$ cat src/riscv_clint_consts.svh
`ifndef RISCV_CLINT_CONSTS_SVH
`define RISCV_CLINT_CONSTS_SVH

// Register port geometry.
`define RISCV_CLINT_ADDR_W 16
`define RISCV_CLINT_DATA_W 64

// Byte offsets of the registers for hart 0.
`define RISCV_CLINT_MSIP_OFS     16'h0000
`define RISCV_CLINT_MTIMECMP_OFS 16'h4000
`define RISCV_CLINT_MTIME_OFS    16'hBFF8

// Timer register select codes.
`define RISCV_TIMER_SEL_NONE     2'b00
`define RISCV_TIMER_SEL_MTIME    2'b01
`define RISCV_TIMER_SEL_MTIMECMP 2'b10

`endif

$ cat src/riscv_clint_bus_pkg.sv
`default_nettype none

`include "riscv_clint_consts.svh"

package riscv_clint_bus_pkg;

  // Byte offset into the CLINT window.
  typedef logic [`RISCV_CLINT_ADDR_W-1:0] bus_addr_t;

  // Full register data word.
  typedef logic [`RISCV_CLINT_DATA_W-1:0] bus_data_t;

  // ******************************************************************
  // One external single-cycle access.
  // wren and rden are strobes, never high together.
  // ******************************************************************
  typedef struct packed {
    logic      wren;
    logic      rden;
    bus_addr_t addr;
    bus_data_t wdata;
  } bus_req_t;

endpackage

`default_nettype wire

$ cat src/riscv_timer_pkg.sv
`default_nettype none

`include "riscv_clint_consts.svh"

package riscv_timer_pkg;

  // One 64-bit timer quantity.
  typedef logic [`RISCV_CLINT_DATA_W-1:0] timer_val_t;

  // Selects mtime or mtimecmp inside the timer.
  typedef logic [1:0] timer_sel_t;

  // ******************************************************************
  // One access from the register map into the timer block.
  // ******************************************************************
  typedef struct packed {
    logic       wren;
    logic       rden;
    timer_sel_t regsel;
    timer_val_t wdata;
  } timer_ctl_t;

endpackage

`default_nettype wire

$ cat src/riscv_clint_regmap.sv
`timescale 1ns/100ps
`default_nettype none

`include "riscv_clint_consts.svh"

module riscv_clint_regmap (
  input  wire                               i_riscv_timer_clk,
  input  wire                               i_riscv_timer_rst,
  input  wire riscv_clint_bus_pkg::bus_req_t i_riscv_timer_bus_req,
  input  wire riscv_timer_pkg::timer_val_t  i_riscv_timer_rdata,
  output riscv_timer_pkg::timer_ctl_t       o_riscv_timer_ctl,
  output riscv_clint_bus_pkg::bus_data_t    o_riscv_timer_rdata,
  output logic                              o_riscv_timer_msip
);

  logic sel_msip;
  logic sel_mtimecmp;
  logic sel_mtime;
  logic sel_timer;

  logic                           msip;
  riscv_clint_bus_pkg::bus_data_t msip_rword;

  // ******************************************************************
  // Address decode, done once for both reads and writes.
  // ******************************************************************
  assign sel_msip     = (i_riscv_timer_bus_req.addr == `RISCV_CLINT_MSIP_OFS);
  assign sel_mtimecmp = (i_riscv_timer_bus_req.addr == `RISCV_CLINT_MTIMECMP_OFS);
  assign sel_mtime    = (i_riscv_timer_bus_req.addr == `RISCV_CLINT_MTIME_OFS);
  assign sel_timer    = sel_mtime || sel_mtimecmp;

  // Timer access only for its own two offsets.
  always_comb
  begin
    o_riscv_timer_ctl.wren   = i_riscv_timer_bus_req.wren && sel_timer;
    o_riscv_timer_ctl.rden   = i_riscv_timer_bus_req.rden && sel_timer;
    o_riscv_timer_ctl.wdata  = i_riscv_timer_bus_req.wdata;
    if (sel_mtime)
    begin
      o_riscv_timer_ctl.regsel = `RISCV_TIMER_SEL_MTIME;
    end
    else if (sel_mtimecmp)
    begin
      o_riscv_timer_ctl.regsel = `RISCV_TIMER_SEL_MTIMECMP;
    end
    else
    begin
      o_riscv_timer_ctl.regsel = `RISCV_TIMER_SEL_NONE;
    end
  end

  // ******************************************************************
  // Software interrupt pending bit.
  // ******************************************************************

  // Only bit 0 of the write word is kept.
  always_ff @(posedge i_riscv_timer_clk or posedge i_riscv_timer_rst)
  begin : msip_proc
    if (i_riscv_timer_rst)
    begin
      msip <= 1'b0;
    end
    else if (i_riscv_timer_bus_req.wren && sel_msip)
    begin
      msip <= i_riscv_timer_bus_req.wdata[0];
    end
  end

  assign o_riscv_timer_msip = msip;

  // Zero-extended, and zero outside a read strobe.
  assign msip_rword = {{(`RISCV_CLINT_DATA_W-1){1'b0}},
                       msip && i_riscv_timer_bus_req.rden};

  // ******************************************************************
  // Read return by decoded address.
  // ******************************************************************

  // Timer data is already zero when its rden is low.
  always_comb
  begin
    if (sel_timer)
    begin
      o_riscv_timer_rdata = i_riscv_timer_rdata;
    end
    else if (sel_msip)
    begin
      o_riscv_timer_rdata = msip_rword;
    end
    else
    begin
      o_riscv_timer_rdata = '0;
    end
  end

  // ******************************************************************
  // Assertions.
  // ******************************************************************

  // Bus rule, one strobe at a time.
  a_no_rd_wr : assert property (
    @(posedge i_riscv_timer_clk) disable iff (i_riscv_timer_rst)
    !(i_riscv_timer_bus_req.wren && i_riscv_timer_bus_req.rden)
  );

  // Decoded selects never overlap.
  a_sel_onehot : assert property (
    @(posedge i_riscv_timer_clk) disable iff (i_riscv_timer_rst)
    $onehot0({sel_msip, sel_mtimecmp, sel_mtime})
  );

endmodule

`default_nettype wire

$ cat src/riscv_clint_top.sv
`timescale 1ns/100ps
`default_nettype none

module riscv_clint_top (
  input  wire                               i_riscv_timer_clk,
  input  wire                               i_riscv_timer_rst,
  input  wire riscv_clint_bus_pkg::bus_req_t i_riscv_timer_bus_req,
  output riscv_clint_bus_pkg::bus_data_t    o_riscv_timer_rdata,
  output riscv_timer_pkg::timer_val_t       o_riscv_timer_time,
  output logic                              o_riscv_timer_irq,
  output logic                              o_riscv_timer_msip
);

  // ******************************************************************
  // Register map to timer link.
  // ******************************************************************
  riscv_timer_pkg::timer_ctl_t timer_ctl;
  riscv_timer_pkg::timer_val_t timer_rdata;

  // Decode, msip and read return.
  riscv_clint_regmap u_regmap (
    .i_riscv_timer_clk     (i_riscv_timer_clk),
    .i_riscv_timer_rst     (i_riscv_timer_rst),
    .i_riscv_timer_bus_req (i_riscv_timer_bus_req),
    .i_riscv_timer_rdata   (timer_rdata),
    .o_riscv_timer_ctl     (timer_ctl),
    .o_riscv_timer_rdata   (o_riscv_timer_rdata),
    .o_riscv_timer_msip    (o_riscv_timer_msip)
  );

  // mtime, mtimecmp and the timer interrupt.
  riscv_timer_irq u_timer (
    .i_riscv_timer_clk   (i_riscv_timer_clk),
    .i_riscv_timer_rst   (i_riscv_timer_rst),
    .i_riscv_timer_ctl   (timer_ctl),
    .o_riscv_timer_rdata (timer_rdata),
    .o_riscv_timer_time  (o_riscv_timer_time),
    .o_riscv_timer_irq   (o_riscv_timer_irq)
  );

endmodule

`default_nettype wire

$ cat src/riscv_timer_irq.sv
`timescale 1ns/100ps
`default_nettype none

`include "riscv_clint_consts.svh"

module riscv_timer_irq (
  input  wire                         i_riscv_timer_clk,
  input  wire                         i_riscv_timer_rst,
  input  wire riscv_timer_pkg::timer_ctl_t i_riscv_timer_ctl,
  output riscv_timer_pkg::timer_val_t o_riscv_timer_rdata,
  output riscv_timer_pkg::timer_val_t o_riscv_timer_time,
  output logic                        o_riscv_timer_irq
);

  riscv_timer_pkg::timer_val_t mtime;
  riscv_timer_pkg::timer_val_t mtimecmp;

  logic wr_mtime;
  logic wr_mtimecmp;

  // ******************************************************************
  // Write decode from the select code.
  // ******************************************************************
  assign wr_mtime    = i_riscv_timer_ctl.wren &&
                       (i_riscv_timer_ctl.regsel == `RISCV_TIMER_SEL_MTIME);
  assign wr_mtimecmp = i_riscv_timer_ctl.wren &&
                       (i_riscv_timer_ctl.regsel == `RISCV_TIMER_SEL_MTIMECMP);

  // Free-running counter, overwritten by a bus write.
  always_ff @(posedge i_riscv_timer_clk or posedge i_riscv_timer_rst)
  begin : mtime_proc
    if (i_riscv_timer_rst)
    begin
      mtime <= '0;
    end
    else if (wr_mtime)
    begin
      mtime <= i_riscv_timer_ctl.wdata;
    end
    else
    begin
      mtime <= mtime + riscv_timer_pkg::timer_val_t'(1);
    end
  end

  // Compare value holds until written.
  always_ff @(posedge i_riscv_timer_clk or posedge i_riscv_timer_rst)
  begin : mtimecmp_proc
    if (i_riscv_timer_rst)
    begin
      mtimecmp <= '0;
    end
    else if (wr_mtimecmp)
    begin
      mtimecmp <= i_riscv_timer_ctl.wdata;
    end
  end

  // ******************************************************************
  // Interrupt level and read data.
  // ******************************************************************

  // A zero compare value keeps the timer interrupt off.
  assign o_riscv_timer_irq  = (mtimecmp != '0) && (mtime >= mtimecmp);

  assign o_riscv_timer_time = mtime;

  always_comb
  begin
    o_riscv_timer_rdata = '0;
    if (i_riscv_timer_ctl.rden)
    begin
      case (i_riscv_timer_ctl.regsel)
        `RISCV_TIMER_SEL_MTIME:    o_riscv_timer_rdata = mtime;
        `RISCV_TIMER_SEL_MTIMECMP: o_riscv_timer_rdata = mtimecmp;
        default:                   o_riscv_timer_rdata = '0;
      endcase
    end
  end

  // ******************************************************************
  // Assertions.
  // ******************************************************************

  // A zero compare write disarms the interrupt.
  a_irq_needs_cmp : assert property (
    @(posedge i_riscv_timer_clk) disable iff (i_riscv_timer_rst)
    (wr_mtimecmp && (i_riscv_timer_ctl.wdata == '0)) |=> !o_riscv_timer_irq
  );

  // Counter steps by one unless it is loaded.
  a_mtime_step : assert property (
    @(posedge i_riscv_timer_clk) disable iff (i_riscv_timer_rst)
    !wr_mtime |=> (mtime == $past(mtime) + riscv_timer_pkg::timer_val_t'(1))
  );

endmodule

`default_nettype wire

$ cat config.mk
export PLATFORM = sky130hd
export DESIGN_NAME = riscv_clint_top
export DESIGN_NICKNAME = d
export VERILOG_FILES = /design/src/riscv_clint_bus_pkg.sv /design/src/riscv_timer_pkg.sv /design/src/riscv_clint_regmap.sv /design/src/riscv_clint_top.sv /design/src/riscv_timer_irq.sv
export VERILOG_INCLUDE_DIRS = /design/src /design/src/src
export SDC_FILE = /design/constraint.sdc
export NUM_CORES = 1
export LEC_CHECK = 0
export ABC_AREA = 1
export BUFFER_PORTS_ARGS = -buffer_cell sky130_fd_sc_hd__buf_2
export CAP_MARGIN = 20
export CORE_ASPECT_RATIO = 1.4
export CORE_MARGIN = 2
export CORE_UTILIZATION = 60
export CTS_CLUSTER_DIAMETER = 150
export DETAILED_ROUTE_END_ITERATION = 8
export PLACE_DENSITY_LB_ADDON = 0.08
export REMOVE_ABC_BUFFERS = 1
export SLEW_MARGIN = 20
export SYNTH_ARGS = -nofsm -noshare
export SYNTH_HDL_FRONTEND = slang
export SYNTH_SLANG_ARGS = --single-unit
$ cat constraint.sdc
create_clock -name i_riscv_timer_clk -period 13.68 [get_ports i_riscv_timer_clk]
set_clock_uncertainty 0.05 [all_clocks]
set_input_delay 2.736 -clock i_riscv_timer_clk [delete_from_list [all_inputs] [get_ports i_riscv_timer_clk]]
set_output_delay 2.736 -clock i_riscv_timer_clk [all_outputs]
set_load 0.005 [all_outputs]
# Word level (Yosys, flattened, before mapping)
# Index checks and enable logic that the tools add are counted.
# classes
addsub	1
n_lt_le_gt_ge	1
n_eq_ne	4
mux	7
n_reduce_logical	10
# op_table
operator	n
two-way mux 64 bit	3
case mux 64 bit (2 select lines)	1
adder 64 x 1 -> 64 bit (second input constant)	1
>= comparator 64 bit	1
nonzero test 64 bit	1
== test 16 x 15 -> 1 bit (second input constant)	1
== test 16 bit (second input constant)	1
logical NOT 16 bit	1
logical AND 1 bit	7
two-way mux 2 bit	2
== test 2 x 1 -> 1 bit (second input constant)	1
== test 2 bit (second input constant)	1
logical OR 1 bit	1
two-way mux 1 bit	1
# totals
ff_bits	129

# Longest topological paths before layout
# logic_depth
word_depth	7
ltp_mapped	15

# Modules after synthesis
# A second synthesis with hierarchy kept.
# unflattened
hier_cells	1634
area_unflattened_um2	11114.4
# modules_own_cells
mod	instances	cells_each	area_per_inst_um2	seq_area_each_um2
riscv_timer_irq	1	1384	9406.5	3203.1
riscv_clint_regmap	1	250	1707.9	25.0

# Least setup slack after synthesis
# No wires, ideal clock.
# synth_path
path_kind	in2out
start	input port i_riscv_timer_bus_req[65] (netlist name)
end	output port o_riscv_timer_rdata[42]
t_arrival_ns	3.923
setup_slack_ns	6.971
stages	7
cell_sequence	or2_4 -> nor4_4 -> nand2_2 -> inv_2 -> clkbuf_1 -> a21oi_1 -> nor2_1
# synth_between
elab_chain_cells	7
word_cells_on_any_way	11
classes_between	4 x eq/ne; 5 x mux; 2 x reduce/logical
# synth_lines
item	line	source
start: declaration	riscv_clint_top.sv:7	input wire riscv_clint_bus_pkg::bus_req_t i_riscv_timer_bus_req,
== test 16 x 15 -> 1 bit (no source line)	--	
two-way mux 2 bit	riscv_clint_regmap.sv:42	else if (sel_mtimecmp)
two-way mux 2 bit	riscv_clint_regmap.sv:38	if (sel_mtime)
== test 2 bit / == test 2 x 1 -> 1 bit (equally long branches)	riscv_timer_irq.sv:73	case (i_riscv_timer_ctl.regsel)
case mux 64 bit (2 select lines)	riscv_timer_irq.sv:73	
two-way mux 64 bit	riscv_timer_irq.sv:71	if (i_riscv_timer_ctl.rden)
two-way mux 64 bit (*)	riscv_clint_regmap.sv:82	if (sel_timer)
end: declaration	riscv_clint_top.sv:8	output riscv_clint_bus_pkg::bus_data_t o_riscv_timer_rdata,
# Mark *: on every way between the ends. The rest lies on a longest branch, timed or not.

# Final worst setup path
# layout_path
start	input port i_riscv_timer_bus_req[65] (netlist name)
end	output port o_riscv_timer_rdata[45]
# The elaborated chain is that of the path after synthesis.

==> key figures <==
Run status
  – Status: finished, final reports clean

Synth
  – Post-synth top cells: 402 x nand2_1, 214 x nor2_1, 190 x inv_1
  – Sequential area share after synthesis: 32.9%
  – Warnings from Yosys: 0
  – Syn Area/Cell: approximately 6.7 µm²
  – Largest cells by area after synthesis: dfrtp_1 33%, nand2_1 15%, ha_1 8.3%, nor2_1 8.2%, inv_1 7.3%
  – Ys flop type: dfrtp_1
  – Area share of the largest cell type after synthesis: 32.9%
  – Largest area contributor in the netlist: dfrtp_1
  – Synth Register Bits: 129
  – Number of synthesized flops with an enable pin: 0
  – Post-synth ARST share: 100%
  – Most frequent cell after synthesis: nand2_1
  – Cell Area, Synth: about 0.0098 mm²
  – Yosys cell types: 32
  – Post-Synthesis Cells: around 1500

Pwr
  – Cell internal pwr: 774 µW
  – P_sw: 261 µW
  – Clock power frac: 50.0%
  – Switching Fraction: 25.2%
  – Final Total Pwr: 1.04 mW
  – Peak supply drop: between 0.09 and 0.1 mV
  – Comb pwr share: between 10% and 20%
  – Reg power frac: 40.0%
  – Power per cell area: 89.4 mW/mm²
  – Leak: 5.64 nW

STA
  – Unrepaired setup endpoints after global routing: no
  – Final hold viol count: 0
  – Max Transition Viols Final: 0
  – Hold slack: around 420 ps
  – Fin crit share: 56.2%
  – Min Tclk post-route: 7690 ps
  – Least-Margin Pin Slew: 1090 ps
  – Final Setup Violations: 0
  – Setup TNS: 0 ps
  – Slew margin rel.: 27.5%
  – Max Fclk: ~130 MHz

CTS
  – TritonCTS clock tree: done
  – Clock-pin slew on the worst setup and hold paths: 60 ps
  – Max clock buf depth: 2
  – CTS Buf Count: 17
  – Hold buffer count at CTS: 0
  – CTS HTree Levels: 4
  – Resized Gates After CTS: 0
  – Clock Latency Late Sink: 420 ps
  – CTS Root Cell: clkbuf_16
  – Clock sink count: ~130
  – Post-CTS Setup Repair Bufs: 0

Critical path
  – Setup slack, reg-to-reg: about 11000 ps
  – Kind of critical path: primary input to output pin
  – Largest stage delay on the critical path: 400 ps
  – Critical path launch point type: primary input
  – Worst EP arrival: 4910 ps
  – CP Capture Type: output pin
  – Critical path data required time: about 11000 ps
  – Crit path max fanout: 49
  – R2R Path Start: u_timer.o_riscv_timer_time[0]$_DFF_PP0_
  – Reg-to-Reg End: u_timer.o_riscv_timer_time[48]$_DFF_PP0_
  – Reg2Reg Depth: 9
  – CP max-delay cell: buf_4
  – CP Cell Sequence: buf_2 > or2_4 > nor4_1 > nand4_1 > buf_4 > nand2_1 > nand2_2 > buf_4 > a21oi_1 > buf_2

Finish
  – ANT cells: 0
  – Multi-input logic area: about 0.0056 mm²
  – NumNets Final: 1815
  – Filler cell count: 1350
  – Share of layout cells above drive strength 1: 16.7%
  – Register area: 0.00323 mm²
  – Fin cells: 1878
  – Area Overhead vs Synth: 18.2%

GRT
  – Largest net degree at the start of global routing: 108
  – Grt met2 use: 64.6%
  – GR Overflow Total: 0
  – GRT Util Overall: between 30% and 40%
  – Met3 usage: 5.22%
  – Vias in the first global route: 9907
  – Busiest grt layer: met2
  – Initial antenna violation count: 0
  – Met1 usage: between 40% and 50%
  – Global-route wire length before repair: 50.2 mm

Route
  – DRC Markers: 0
  – Routed WL per cell: 16.7 µm
  – Vias: 10396
  – Post-Route WL: between 30 and 40 mm
  – Number of DRC markers in iteration 0: just over 800
  – Final ANT Viol Nets: 0
  – Detailed-router iteration count before antenna repair: 5
  – Vias/cell: 5.54

Place
  – Port buffer count: 213
  – GP Congestion: 0.963
  – DP Cell Count: 1846
  – Final HPWL DP: 23.3 mm

Min path
  – Hold EP: u_timer.mtimecmp[54]$_DFFE_PP0P_
  – Hold path startpoint: u_timer.mtimecmp[54]$_DFFE_PP0P_
  – Hold crit path type: register to register
  – Hold path depth: 2

Floorplanning
  – Core Box Area: 0.0161 mm²
  – Die area: 0.0174 mm²
  – Initial Utilization: roughly three fifths
  – Row Count: 55
  – Die Y-Extent: 155 µm
  – Die width: 112 µm
  – Top-level I/O count: 214

Job
  – Maxcap violations: 0
sequential cells by signal, indices dropped and copies added (netlist names):
| register | cells |
|---|---|
| u_timer.o_riscv_timer_time | 64 |
| u_regmap.o_riscv_timer_msip | 1 |
| u_timer.mtimecmp | 64 |
cells by family after synthesis:
group | share of synthesized area [%]
AO/OA/AOI/OAI | 10.9
buffers and inverters | 10.1
adder cells (fa/ha/maj) | 8.29
AND/OR/NAND/NOR | 34.0
XOR/XNOR | 3.75
flip-flops | 32.9
cell type report:
cell class                 instances  area share, %
timing repair buffer             220           9.65
multi-input combinational       1104           48.3
clock inverter                    12           1.75
inverter                         194           6.32
tap                              199           2.15
sequential                       129           27.9
clock buffer                      20           4.03
cell usage in the layout, fill, tap and decap left out, types with 4 or more instances in the layout:
| cell | synthesis | routed |
|---|---|---|
| clkbuf_16 | 0 | 17 |
| o21ai_0 | 50 | 50 |
| nor3_2 | 4 | 4 |
| buf_4 | 3 | 7 |
| buf_2 | 21 | 213 |
| nand3b_1 | 5 | 5 |
| inv_1 | 190 | 189 |
| dfrtp_1 | 129 | 129 |
| nand2_1 | 402 | 401 |
| ha_1 | 65 | 65 |
| nor4_1 | 7 | 7 |
| o21ai_1 | 65 | 65 |
| nand3_1 | 64 | 64 |
| nand2_2 | 5 | 5 |
| nor3_1 | 26 | 26 |
| a21oi_1 | 91 | 91 |
| xnor2_1 | 16 | 16 |
| bufinv_16 | 0 | 5 |
| nor2_2 | 6 | 6 |
| nor2_1 | 214 | 214 |
| nand4_1 | 44 | 44 |
| xor2_1 | 26 | 26 |
metrics by stage:
stage | utilization, % | area [µm²] | setup WS (ps)
6_report | 72.0 | 11600 | 5990
5_1_grt | 72.0 | 11600 | 5770
4_1_cts | 72.0 | 11600 | 5990
3_5_place_dp | 67.8 | 10900 | 5990
3_3_place_gp | 67.8 | 10900 | 6030
2_1_floorplan | - | 9540 | 5230
worst max-delay path: cells and delay by family:
kind	cells	cell delay, ps
and+or+nand+nor	5	1020
buffers and inverters	4	960
AOI/OAI and AO/OA	1	160
power groups by stage:
| stage | Clock (mW) | Combinational [mW] | Sequential, mW |
|---|---|---|---|
| 2_1_floorplan | 0 | 0.0592 | 0.416 |
| 3_3_place_gp | 0 | 0.0981 | 0.420 |
| 3_5_place_dp | 0 | 0.101 | 0.420 |
| 4_1_cts | 0.519 | 0.103 | 0.414 |
| 5_1_grt | 0.534 | 0.116 | 0.416 |
| 6_report | 0.518 | 0.103 | 0.414 |
worst max path at each step:
stage | startpoint | cells past startpoint | end
6_report | i_riscv_timer_bus_req[65] | 10 | o_riscv_timer_rdata[45]
5_1_grt | i_riscv_timer_bus_req[65] | 10 | o_riscv_timer_rdata[37]
4_1_cts | i_riscv_timer_bus_req[65] | 10 | o_riscv_timer_rdata[37]
3_5_place_dp | i_riscv_timer_bus_req[65] | 10 | o_riscv_timer_rdata[37]
3_3_place_gp | i_riscv_timer_bus_req[65] | 10 | o_riscv_timer_rdata[22]
2_1_floorplan | i_riscv_timer_bus_req[65] | 6 | o_riscv_timer_rdata[11]
layer usage:
layer	wire length, µm	up-vias	share of wire (%)
met5	0	-	0
met4	953	0	3.0
met3	1870	60	6.0
met2	15800	413	51
met1	12600	4816	40
li1	-	5107	-
Power figures use the tool's default switching activity.
